## config.mk

```make
export PLATFORM = sky130hd
export DESIGN_NAME = rtc_reg_top
export DESIGN_NICKNAME = d
export VERILOG_FILES = /design/src/design/rtc_reg_pkg.sv /design/src/design/rtc_time_pkg.sv /design/src/design/rtc_reg_file.sv /design/src/design/rtc_alarm_unit.sv /design/src/design/rtc_irq_ctrl.sv /design/src/design/rtc_reg_top.sv
export VERILOG_INCLUDE_DIRS = /design/src /design/src/design
export SDC_FILE = /design/constraint.sdc
export NUM_CORES = 1
export LEC_CHECK = 0
export CORE_ASPECT_RATIO = 0.75
export CORE_MARGIN = 8
export CORE_UTILIZATION = 30
export CTS_CLUSTER_DIAMETER = 200
export DETAILED_ROUTE_END_ITERATION = 10
export DONT_BUFFER_PORTS = 1
export SKIP_LAST_GASP = 1
export SLEW_MARGIN = 15
export SYNTH_ARGS = -nofsm -noshare
export SYNTH_HDL_FRONTEND = slang
export SYNTH_SLANG_ARGS = --single-unit
```

## constraint.sdc

```tcl
create_clock -name rtc_clk -period 3.3 [get_ports rtc_clk]
set_input_delay 0 -clock rtc_clk [delete_from_list [all_inputs] [get_ports rtc_clk]]
set_output_delay 0 -clock rtc_clk [all_outputs]
set_load 0.02 [all_outputs]
```

## src/design/rtc_cfg.svh

```systemverilog
// RTC register block constants: include wherever word offsets, widths or control bit positions are needed
`ifndef RTC_CFG_SVH
`define RTC_CFG_SVH

// ------------------------------
// Bus geometry
// ------------------------------
`define RTC_DATA_W      32      // Register word width
`define RTC_ADDR_W      5       // Byte address, 8 words max
`define RTC_NUM_ALARMS  2       // Alarm comparators
`define RTC_CTRL_RST    16'h400 // 24-hour mode out of reset

// ------------------------------
// Word indices, addr[4:2]
// ------------------------------
`define RTC_REG_CMD     3'd0
`define RTC_REG_TIME    3'd1
`define RTC_REG_DATE    3'd2
`define RTC_REG_ALRM1   3'd3
`define RTC_REG_ALRM2   3'd4
`define RTC_REG_CTRL    3'd5

// Control word fields
`define RTC_CTRL_A1_MODE_LSB  0   // Alarm 1 mode, 4 bits
`define RTC_CTRL_A2_MODE_LSB  4   // Alarm 2 mode, 4 bits
`define RTC_CTRL_IE_LSB       8   // One enable per alarm
`define RTC_CTRL_HMODE        10  // 1 = 24 hour
`define RTC_CTRL_HALT         11
`define RTC_CTRL_RESET        12
`define RTC_CTRL_STAT_LSB     16  // Sticky status, W1C

`endif

```

## src/design/rtc_reg_pkg.sv

```systemverilog
// Register bus and register map types for the RTC block; import where bus words or alarm vectors are used
`include "rtc_cfg.svh"

package rtc_reg_pkg;

  // ------------------------------
  // Bus payloads
  // ------------------------------
  typedef logic [`RTC_DATA_W-1:0]   reg_word_t;  // One data word
  typedef logic [`RTC_DATA_W/8-1:0] reg_be_t;    // Byte lanes
  typedef logic [`RTC_ADDR_W-1:0]   reg_addr_t;  // Byte address

  // Word select, taken from addr[4:2]
  typedef enum logic [2:0] {
    REG_CMD   = `RTC_REG_CMD,   // Write-only pulses
    REG_TIME  = `RTC_REG_TIME,
    REG_DATE  = `RTC_REG_DATE,
    REG_ALRM1 = `RTC_REG_ALRM1,
    REG_ALRM2 = `RTC_REG_ALRM2,
    REG_CTRL  = `RTC_REG_CTRL   // Modes, enables, status
  } reg_sel_e;

  // One bit per alarm
  // used for hit, status, enable and clear
  typedef logic [`RTC_NUM_ALARMS-1:0] alarm_vec_t;

endpackage

```

## src/design/rtc_time_pkg.sv

```systemverilog
// BCD time and date word layouts and alarm modes; import wherever time digits are packed or compared
package rtc_time_pkg;

  typedef logic [3:0] bcd_digit_t;  // One BCD digit

  // Alarm modes, undefined codes behave as off
  typedef enum logic [3:0] {
    ALM_OFF        = 4'd0,
    ALM_EVERY_SEC  = 4'd1,  // Follows inc_time_s
    ALM_EVERY_MIN  = 4'd2,  // Follows inc_time_m
    ALM_EVERY_HOUR = 4'd3,  // Follows inc_time_h
    ALM_MATCH_S    = 4'd4,  // Seconds equal
    ALM_MATCH_SM   = 4'd5,  // Plus minutes
    ALM_MATCH_SMH  = 4'd6   // Plus hours
  } alarm_mode_e;

  // ------------------------------
  // Time word, also the alarm word
  // ------------------------------
  typedef struct packed {
    logic [4:0] rsvd3;  // 31:27
    logic [2:0] dow;    // 26:24
    logic [1:0] rsvd2;  // 23:22
    logic [1:0] th;     // 21:20
    bcd_digit_t h;      // 19:16
    logic       rsvd1;  // 15
    logic [2:0] tm;     // 14:12
    bcd_digit_t m;      // 11:8
    logic       rsvd0;  // 7
    logic [2:0] ts;     // 6:4
    bcd_digit_t s;      // 3:0
  } time_word_t;

  // Date word
  typedef struct packed {
    bcd_digit_t tc;     // 31:28 ten centuries
    bcd_digit_t c;      // 27:24
    bcd_digit_t ty;     // 23:20
    bcd_digit_t y;      // 19:16
    logic [2:0] rsvd1;  // 15:13
    logic       tm;     // 12
    bcd_digit_t m;      // 11:8
    logic [1:0] rsvd0;  // 7:6
    logic [1:0] td;     // 5:4
    bcd_digit_t d;      // 3:0
  } date_word_t;

endpackage

```

## src/design/rtc_reg_file.sv

```systemverilog
// RTC register file: bus decode, byte-enabled storage, command and clear strobes, readback mux
`timescale 1ns/1ps
`include "rtc_cfg.svh"

module rtc_reg_file
  import rtc_reg_pkg::*;
  import rtc_time_pkg::*;
(
  input  logic                                   rtc_clk,
  input  logic                                   rst_n,
  // Register bus
  input  logic                                   reg_cs,
  input  logic                                   reg_wr,
  input  reg_addr_t                              reg_addr,
  input  reg_word_t                              reg_wdata,
  input  reg_be_t                                reg_be,
  output reg_word_t                              reg_rdata,
  output logic                                   reg_ack,
  // Live counters from the time core
  input  bcd_digit_t                             time_s,
  input  logic [2:0]                             time_ts,
  input  bcd_digit_t                             time_m,
  input  logic [2:0]                             time_tm,
  input  bcd_digit_t                             time_h,
  input  logic [1:0]                             time_th,
  input  logic [2:0]                             time_dow,
  input  bcd_digit_t                             date_d,
  input  logic [1:0]                             date_td,
  input  bcd_digit_t                             date_m,
  input  logic                                   date_tm,
  input  bcd_digit_t                             date_y,
  input  bcd_digit_t                             date_ty,
  input  bcd_digit_t                             date_c,
  input  bcd_digit_t                             date_tc,
  // Alarm and interrupt side
  input  alarm_vec_t                             intr_stat,
  output alarm_mode_e [`RTC_NUM_ALARMS-1:0]      alarm_mode,
  output reg_word_t   [`RTC_NUM_ALARMS-1:0]      alarm_word,
  output alarm_vec_t                             intr_ie,
  output alarm_vec_t                             intr_clr,
  // Time core control
  output logic                                   cfg_rtc_update,
  output logic                                   cfg_rtc_capture,
  output logic                                   cfg_rtc_halt,
  output logic                                   cfg_rtc_reset,
  output logic                                   cfg_hmode,
  output reg_word_t                              cfg_time,
  output reg_word_t                              cfg_date
);

  reg_sel_e                        reg_sel;     // Decoded word
  logic                            wr_en;       // One write per access
  logic                            cmd_wr, time_wr, date_wr, ctrl_wr;
  logic                            capture_wr;  // Capture request this cycle
  logic [`RTC_CTRL_STAT_LSB-1:0]   ctrl_q;      // Control bits 15:0
  reg_word_t                       ctrl_next;
  reg_word_t                       rd_word;
  time_word_t                      live_time;
  date_word_t                      live_date;

  // Keep old bytes where the lane is off
  function automatic reg_word_t be_merge(reg_word_t old_w, reg_word_t new_w, reg_be_t be);
    reg_word_t res;
    res = old_w;
    for (int b = 0; b < `RTC_DATA_W/8; b++) begin
      if (be[b]) res[8*b +: 8] = new_w[8*b +: 8];
    end
    return res;
  endfunction

  // ------------------------------
  // Decode and ack
  // ------------------------------
  assign reg_sel    = reg_sel_e'(reg_addr[`RTC_ADDR_W-1:2]);
  assign wr_en      = reg_cs & reg_wr & ~reg_ack;  // Not repeated in the ack cycle
  assign cmd_wr     = wr_en && (reg_sel == REG_CMD);
  assign time_wr    = wr_en && (reg_sel == REG_TIME);
  assign date_wr    = wr_en && (reg_sel == REG_DATE);
  assign ctrl_wr    = wr_en && (reg_sel == REG_CTRL);
  assign capture_wr = cmd_wr & reg_be[0] & reg_wdata[1];

  always_ff @(posedge rtc_clk or negedge rst_n) begin
    if (!rst_n) begin
      reg_ack <= 1'b0;
    end else begin
      reg_ack <= reg_cs & ~reg_ack;  // Exactly one cycle per access
    end
  end

  // Read data lands with ack
  always_ff @(posedge rtc_clk) begin
    if (reg_cs && !reg_ack) reg_rdata <= rd_word;
  end

  // Update and capture strobes, coincide with ack
  always_ff @(posedge rtc_clk or negedge rst_n) begin
    if (!rst_n) begin
      cfg_rtc_update  <= 1'b0;
      cfg_rtc_capture <= 1'b0;
    end else begin
      cfg_rtc_update  <= cmd_wr & reg_be[0] & reg_wdata[0];
      cfg_rtc_capture <= capture_wr;
    end
  end

  // Live digits in register layout
  always_comb begin
    live_time     = '0;
    live_time.s   = time_s;
    live_time.ts  = time_ts;
    live_time.m   = time_m;
    live_time.tm  = time_tm;
    live_time.h   = time_h;
    live_time.th  = time_th;
    live_time.dow = time_dow;
    live_date     = '0;
    live_date.d   = date_d;
    live_date.td  = date_td;
    live_date.m   = date_m;
    live_date.tm  = date_tm;
    live_date.y   = date_y;
    live_date.ty  = date_ty;
    live_date.c   = date_c;
    live_date.tc  = date_tc;
  end

  // ------------------------------
  // Storage
  // ------------------------------
  assign ctrl_next = be_merge(reg_word_t'(ctrl_q), reg_wdata, reg_be);

  always_ff @(posedge rtc_clk or negedge rst_n) begin
    if (!rst_n) begin
      cfg_time   <= '0;
      cfg_date   <= '0;
      alarm_word <= '0;
      ctrl_q     <= `RTC_CTRL_RST;
    end else begin
      if (capture_wr) begin  // Command write, never a time/date write
        cfg_time <= live_time;
        cfg_date <= live_date;
      end
      if (time_wr) cfg_time <= be_merge(cfg_time, reg_wdata, reg_be);
      if (date_wr) cfg_date <= be_merge(cfg_date, reg_wdata, reg_be);
      if (wr_en && reg_sel == REG_ALRM1) alarm_word[0] <= be_merge(alarm_word[0], reg_wdata, reg_be);
      if (wr_en && reg_sel == REG_ALRM2) alarm_word[1] <= be_merge(alarm_word[1], reg_wdata, reg_be);
      if (ctrl_wr) ctrl_q <= ctrl_next[`RTC_CTRL_STAT_LSB-1:0];  // Upper lanes are W1C
    end
  end

  // Control fields out
  assign alarm_mode[0] = alarm_mode_e'(ctrl_q[`RTC_CTRL_A1_MODE_LSB +: 4]);
  assign alarm_mode[1] = alarm_mode_e'(ctrl_q[`RTC_CTRL_A2_MODE_LSB +: 4]);
  assign intr_ie       = ctrl_q[`RTC_CTRL_IE_LSB +: `RTC_NUM_ALARMS];
  assign cfg_hmode     = ctrl_q[`RTC_CTRL_HMODE];
  assign cfg_rtc_halt  = ctrl_q[`RTC_CTRL_HALT];
  assign cfg_rtc_reset = ctrl_q[`RTC_CTRL_RESET];

  // Status clear strobe, status drops at the ack edge
  assign intr_clr = {`RTC_NUM_ALARMS{ctrl_wr & reg_be[`RTC_CTRL_STAT_LSB/8]}}
                  & reg_wdata[`RTC_CTRL_STAT_LSB +: `RTC_NUM_ALARMS];

  // Readback mux
  always_comb begin
    case (reg_sel)
      REG_TIME:  rd_word = cfg_time;
      REG_DATE:  rd_word = cfg_date;
      REG_ALRM1: rd_word = alarm_word[0];
      REG_ALRM2: rd_word = alarm_word[1];
      REG_CTRL:  rd_word = {{(`RTC_DATA_W-`RTC_CTRL_STAT_LSB-`RTC_NUM_ALARMS){1'b0}},
                            intr_stat, ctrl_q};
      default:   rd_word = '0;  // CMD and unmapped words
    endcase
  end

endmodule

```

## src/design/rtc_alarm_unit.sv

```systemverilog
// One RTC alarm comparator: periodic pulse or digit match by mode, instantiated once per alarm
`timescale 1ns/1ps

module rtc_alarm_unit
  import rtc_reg_pkg::*;
  import rtc_time_pkg::*;
(
  input  alarm_mode_e  alarm_mode,
  input  reg_word_t    alarm_word,  // Same layout as the time word
  // Increment pulses from the time core
  input  logic         inc_time_s,
  input  logic         inc_time_m,
  input  logic         inc_time_h,
  // Live time digits
  input  bcd_digit_t   time_s,
  input  logic [2:0]   time_ts,
  input  bcd_digit_t   time_m,
  input  logic [2:0]   time_tm,
  input  bcd_digit_t   time_h,
  input  logic [1:0]   time_th,
  output logic         alarm_hit    // Combinational
);

  time_word_t alm;
  logic       match_s, match_m, match_h;

  assign alm = time_word_t'(alarm_word);

  // ------------------------------
  // Per-field digit compares
  // ------------------------------
  assign match_s = (alm.s == time_s) && (alm.ts == time_ts);
  assign match_m = (alm.m == time_m) && (alm.tm == time_tm);
  assign match_h = (alm.h == time_h) && (alm.th == time_th);  // Hours vs hour digits

  // Mode select
  always_comb begin
    case (alarm_mode)
      ALM_OFF:        alarm_hit = 1'b0;
      ALM_EVERY_SEC:  alarm_hit = inc_time_s;
      ALM_EVERY_MIN:  alarm_hit = inc_time_m;
      ALM_EVERY_HOUR: alarm_hit = inc_time_h;
      ALM_MATCH_S:    alarm_hit = match_s;
      ALM_MATCH_SM:   alarm_hit = match_s & match_m;
      ALM_MATCH_SMH:  alarm_hit = match_s & match_m & match_h;
      default:        alarm_hit = 1'b0;  // Spare codes
    endcase
  end

  // Match modes stay high for the whole matching second;
  // the sticky status downstream turns that into one event

endmodule

```

## src/design/rtc_irq_ctrl.sv

```systemverilog
// RTC alarm interrupt control: sticky per-alarm status, write-one clear and masked interrupt line
`timescale 1ns/1ps
`include "rtc_cfg.svh"

module rtc_irq_ctrl
  import rtc_reg_pkg::*;
(
  input  logic        rtc_clk,
  input  logic        rst_n,
  input  alarm_vec_t  alarm_hit,  // Raw hits, combinational
  input  alarm_vec_t  intr_clr,   // W1C strobe from the bus
  input  alarm_vec_t  intr_ie,    // Enables from control
  output alarm_vec_t  intr_stat,  // Sticky status
  output logic        rtc_intr
);

  // ------------------------------
  // Sticky status
  // ------------------------------
  // Normal cycle: OR in the hit
  // Clear cycle: load the hit, so a new hit beats the clear
  always_ff @(posedge rtc_clk or negedge rst_n) begin
    if (!rst_n) begin
      intr_stat <= '0;
    end else begin
      for (int i = 0; i < `RTC_NUM_ALARMS; i++) begin
        if (intr_clr[i]) begin
          intr_stat[i] <= alarm_hit[i];
        end else begin
          intr_stat[i] <= intr_stat[i] | alarm_hit[i];
        end
      end
    end
  end

  // Level output from status, one cycle after the hit
  assign rtc_intr = |(intr_stat & intr_ie);

endmodule

```

## src/design/rtc_reg_top.sv

```systemverilog
// RTC register block top: register file, one alarm unit per alarm and the interrupt controller
`timescale 1ns/1ps
`include "rtc_cfg.svh"

module rtc_reg_top
  import rtc_reg_pkg::*;
  import rtc_time_pkg::*;
(
  input  logic        rtc_clk,
  input  logic        rst_n,
  // Register bus
  input  logic        reg_cs,
  input  logic        reg_wr,
  input  reg_addr_t   reg_addr,
  input  reg_word_t   reg_wdata,
  input  reg_be_t     reg_be,
  output reg_word_t   reg_rdata,
  output logic        reg_ack,
  // Increment pulses
  input  logic        inc_time_s,
  input  logic        inc_time_m,
  input  logic        inc_time_h,
  // Live time and date digits
  input  bcd_digit_t  time_s,
  input  logic [2:0]  time_ts,
  input  bcd_digit_t  time_m,
  input  logic [2:0]  time_tm,
  input  bcd_digit_t  time_h,
  input  logic [1:0]  time_th,
  input  logic [2:0]  time_dow,
  input  bcd_digit_t  date_d,
  input  logic [1:0]  date_td,
  input  bcd_digit_t  date_m,
  input  logic        date_tm,
  input  bcd_digit_t  date_y,
  input  bcd_digit_t  date_ty,
  input  bcd_digit_t  date_c,
  input  bcd_digit_t  date_tc,
  // Time core control
  output logic        cfg_rtc_update,
  output logic        cfg_rtc_capture,
  output logic        cfg_rtc_halt,
  output logic        cfg_rtc_reset,
  output logic        cfg_hmode,
  output reg_word_t   cfg_time,
  output reg_word_t   cfg_date,
  output logic        rtc_intr
);

  alarm_mode_e [`RTC_NUM_ALARMS-1:0] alarm_mode;
  reg_word_t   [`RTC_NUM_ALARMS-1:0] alarm_word;
  alarm_vec_t                        alarm_hit;
  alarm_vec_t                        intr_stat, intr_ie, intr_clr;

  // ------------------------------
  // Register file
  // ------------------------------
  rtc_reg_file u_reg_file (
    .rtc_clk, .rst_n,
    .reg_cs, .reg_wr, .reg_addr, .reg_wdata, .reg_be, .reg_rdata, .reg_ack,
    .time_s, .time_ts, .time_m, .time_tm, .time_h, .time_th, .time_dow,
    .date_d, .date_td, .date_m, .date_tm, .date_y, .date_ty, .date_c, .date_tc,
    .intr_stat, .alarm_mode, .alarm_word, .intr_ie, .intr_clr,
    .cfg_rtc_update, .cfg_rtc_capture, .cfg_rtc_halt, .cfg_rtc_reset,
    .cfg_hmode, .cfg_time, .cfg_date
  );

  // One comparator per alarm
  for (genvar i = 0; i < `RTC_NUM_ALARMS; i++) begin : g_alarm
    rtc_alarm_unit u_alarm (
      .alarm_mode (alarm_mode[i]),
      .alarm_word (alarm_word[i]),
      .inc_time_s, .inc_time_m, .inc_time_h,
      .time_s, .time_ts, .time_m, .time_tm, .time_h, .time_th,
      .alarm_hit  (alarm_hit[i])
    );
  end

  // Status and interrupt line
  rtc_irq_ctrl u_irq_ctrl (
    .rtc_clk, .rst_n,
    .alarm_hit, .intr_clr, .intr_ie, .intr_stat, .rtc_intr
  );

endmodule

```

==> flow_summary.yaml <==
setup_path:
  cp-start-kind: "flip-flop"
  worstPathRequired_ps: 3630
  slowest_delay_ps: 600
  r2r_start: "u_reg_file.reg_ack$_DFF_PN0_"
  criticalPathCategory: "flip-flop to flip-flop"
  cp_data_arrival_time_ps: 3100
  rrSetupSlack_ps: 530
  crit_path_end_kind: "flip-flop"
  r2r_end: "u_reg_file.cfg_date[25]$_DFFE_PN0P_"
  cp_cell_sequence: "and3b_1 > buf_4 > and2_2 > buf_12 > mux2i_1 > a21oi_1 > dlygate4sd3_1"
  worst-path-max-fanout: 20
  slowest_stage: "dlygate4sd3_1"
  worst-r2r-cell-count: 7
floorplanning:
  dieArea_um2: 34000
  coreArea_um2: 28000
  die_w_um: 210
  io_pins: 201
  start_util_pct: 30.4
  die_height_um: 162
  rows: 53
routing:
  dr_total_vias: 6195
  drt_iter0_drc: 568
  drc: 0
  wl_per_cell_um: 24.6
  via_per_inst: 5.22
  postRouteWirelength_um: 29200
  dr.pass1.iters: 5
  final_antenna_net_count: 0
synth:
  syn_nets: 791
  ys_types: 41
  async_reset_ff_share_pct: 82.3
  ys_seq_elements: 181
  yosys_warnings: 0
  yosys.area.top_type: "dfrtp_1"
  synth_top_area_share_pct: 43.5
  ys.flop_type: "dfrtp_1"
  synthesis.area_um2: 8500
  ys_seq_area_share_pct: 55.2
  synth_edf_count: 32
  avgSynthCellArea_um2: 12.3
  synth_area_leaders: "dfrtp_1 44%, edfxtp_1 11%, mux2_2 10%"
  synth_cells: 693
pwr:
  power.leakage_nw: 4.31
  internal_power_mw: 4.28
  p_seq_share_pct: 52.8
  swShare_pct: 32.2
  p_per_area_nw_per_um2: 602
  p_clk_share_pct: 33.1
  p_sw_mw: 2.04
  p_comb_share_pct: 14.1
  ir_worst_vdd_mv: 0.344
clock_network:
  cts_setup_buffers: 0
  cts_hold_buffers: 101
  cts.htree.levels: 4
  path_clk_slew_ps: 70
  root_buffer: "clkbuf_16"
  cts_tree: "built"
  cts_sinks: 181
  worst_skew_pair.late_latency_ps: 440
  cts_buffers: 17
  ctsResizeCount: 0
  cts.path.max_buffers: 2
timing:
  hold_viol_final: 149
  fmax_mhz: 361
  period_share_pct: 84.0
  fin_crit_ps: 2770
  rsz0062_at_grt: "false"
  finalMaxSlewViolations: 0
  worst_pin_slew_ps: 1020
  fin_skew_ps: 11.2
  relSlewSlack_pct: 32.2
  setup_viol: 0
  fin_tns_setup_ps: 0
  hold-worst-slack_ps: -748
global_routing:
  grt_use_total_pct: 17.1
  grt_max_degree: 150
  grt_overflow: 0
  antenna_found_initial: 1
  grt_first_pass_wirelength_um: 43500
  grt_pass1_vias: 6395
final_layout:
  nNetsFinal: 885
  mostFrequentLayoutCells: "148 x dfrtp_1, 100 x dlygate4sd3_1, 78 x mux2_2"
  post_route_cells_drive_above_1_share_pct: 18.0
  final_common_cell: "dfrtp_1"
  num-fill-cells: 2747
  syn_to_final_growth_pct: 23.5
run_status:
  status: "finished with violations"
  violations: "hold timing"
worst_hold_path:
  worstHoldPathType: "primary input to asynchronous set/reset pin"
placed_design:
  io_buffers: 0
  dp_hpwl_um: 19400
  gp_congestion: 0.779
job:
  maxCapViolCount: 0
==> worst max-delay path: cells and delay by family (launching register included) <==
kind / cells / cell delay (ps)
multiplexers: 1 / 250
AO/OA/AOI/OAI: 1 / 110
flip-flops: 1 / 490
AND/OR/NAND/NOR: 2 / 730
buffers and inverters: 3 / 1070
==> sequential cells by signal, indices dropped and copies added (netlist names) <==
name / cells
u_irq_ctrl.intr_stat: 2
u_reg_file.reg_rdata: 32
u_reg_file.ctrl_q: 16
u_reg_file.cfg_time: 32
u_reg_file.cfg_rtc_update: 1
u_reg_file.cfg_rtc_capture: 1
u_reg_file.reg_ack: 1
u_reg_file.alarm_word: 64
u_reg_file.cfg_date: 32
==> power groups by stage <==
stage               Clock, mW  Combinational [mW]  Sequential [mW]
CTS                      2.15               0.885             3.34
detailed placement          0               0.707             3.39
global route             2.23               0.983             3.40
global placement            0               0.686             3.38
floorplan                   0               0.583             3.24
finish                   2.09               0.891             3.34
==> per-stage QoR <==
step                      std cells  utilization [%]  setup WS [ps]  power, mW  area, um^2
after floorplan                 693                -            327       3.82        8500
after global placement         1052             31.7           1070       4.06        8880
after detailed placement       1052             31.7           1030       4.10        8880
after CTS                      1185             37.5            578       6.38       10500
after global routing           1186             37.5            419       6.62       10500
final                          1186             37.5            530       6.32       10500
==> kinds of logic (layout without fill, tap and decap cells) <==
family          Yosys count  after routing  share of synthesized area, %
xor+xnor                 40             40                          4.12
buf+inv                  41            148                          2.69
mux                     141            141                          17.8
compound gates          148            148                          12.6
simple gates            142            142                          7.71
flops                   181            181                          55.2
other cells               0              1                             0
==> per-layer routing <==
layer	vias to the layer above	GRT usage (%)	wire length [um]
met5	-	0	0
met1	3192	23.4	13300
li1	2761	-	-
met4	0	4.10	339
met3	22	5.64	2480
met2	220	25.8	13100
==> final cells by class <==
cell class                      count  area, um^2  share of cell area [%]
Sequential cell                   181        4690                    44.7
Multi-Input combinational cell    471        3600                    34.3
Timing Repair Buffer              112        1120                    10.6
Tap cell                          385         482                    4.59
Clock buffer                       20         457                    4.35
Clock inverter                     12         135                    1.29
Inverter                            4        15.0                   0.143
Antenna cell                        1        2.50                  0.0238
==> cell usage after synthesis, types with 16 or more instances <==
| master | n |
|---|---|
| o21ai_1 | 18 |
| nor2_1 | 41 |
| dfrtp_1 | 148 |
| a221o_1 | 32 |
| nand2_1 | 60 |
| o21ai_0 | 28 |
| xnor2_1 | 18 |
| mux2i_1 | 62 |
| mux2_2 | 78 |
| a21oi_1 | 20 |
| edfxtp_1 | 32 |
| xor2_1 | 22 |
| clkbuf_1 | 16 |
| a22o_1 | 20 |
==> worst max path at each step <==
stage / startpoint / end / slack [ps]
CTS: u_reg_file.reg_ack$_DFF_PN0_ / u_reg_file.cfg_date[11]$_DFFE_PN0P_ / 580
floorplan: u_reg_file.reg_ack$_DFF_PN0_ / u_reg_file.cfg_date[21]$_DFFE_PN0P_ / 330
global placement: u_reg_file.reg_ack$_DFF_PN0_ / u_reg_file.cfg_time[17]$_DFFE_PN0P_ / 1070
finish: u_reg_file.reg_ack$_DFF_PN0_ / u_reg_file.cfg_date[25]$_DFFE_PN0P_ / 530
global route: u_reg_file.reg_ack$_DFF_PN0_ / u_reg_file.cfg_date[25]$_DFFE_PN0P_ / 420
detailed placement: u_reg_file.reg_ack$_DFF_PN0_ / u_reg_file.cfg_time[20]$_DFFE_PN0P_ / 1030
Note: power is estimated with default switching activity, not from simulation.
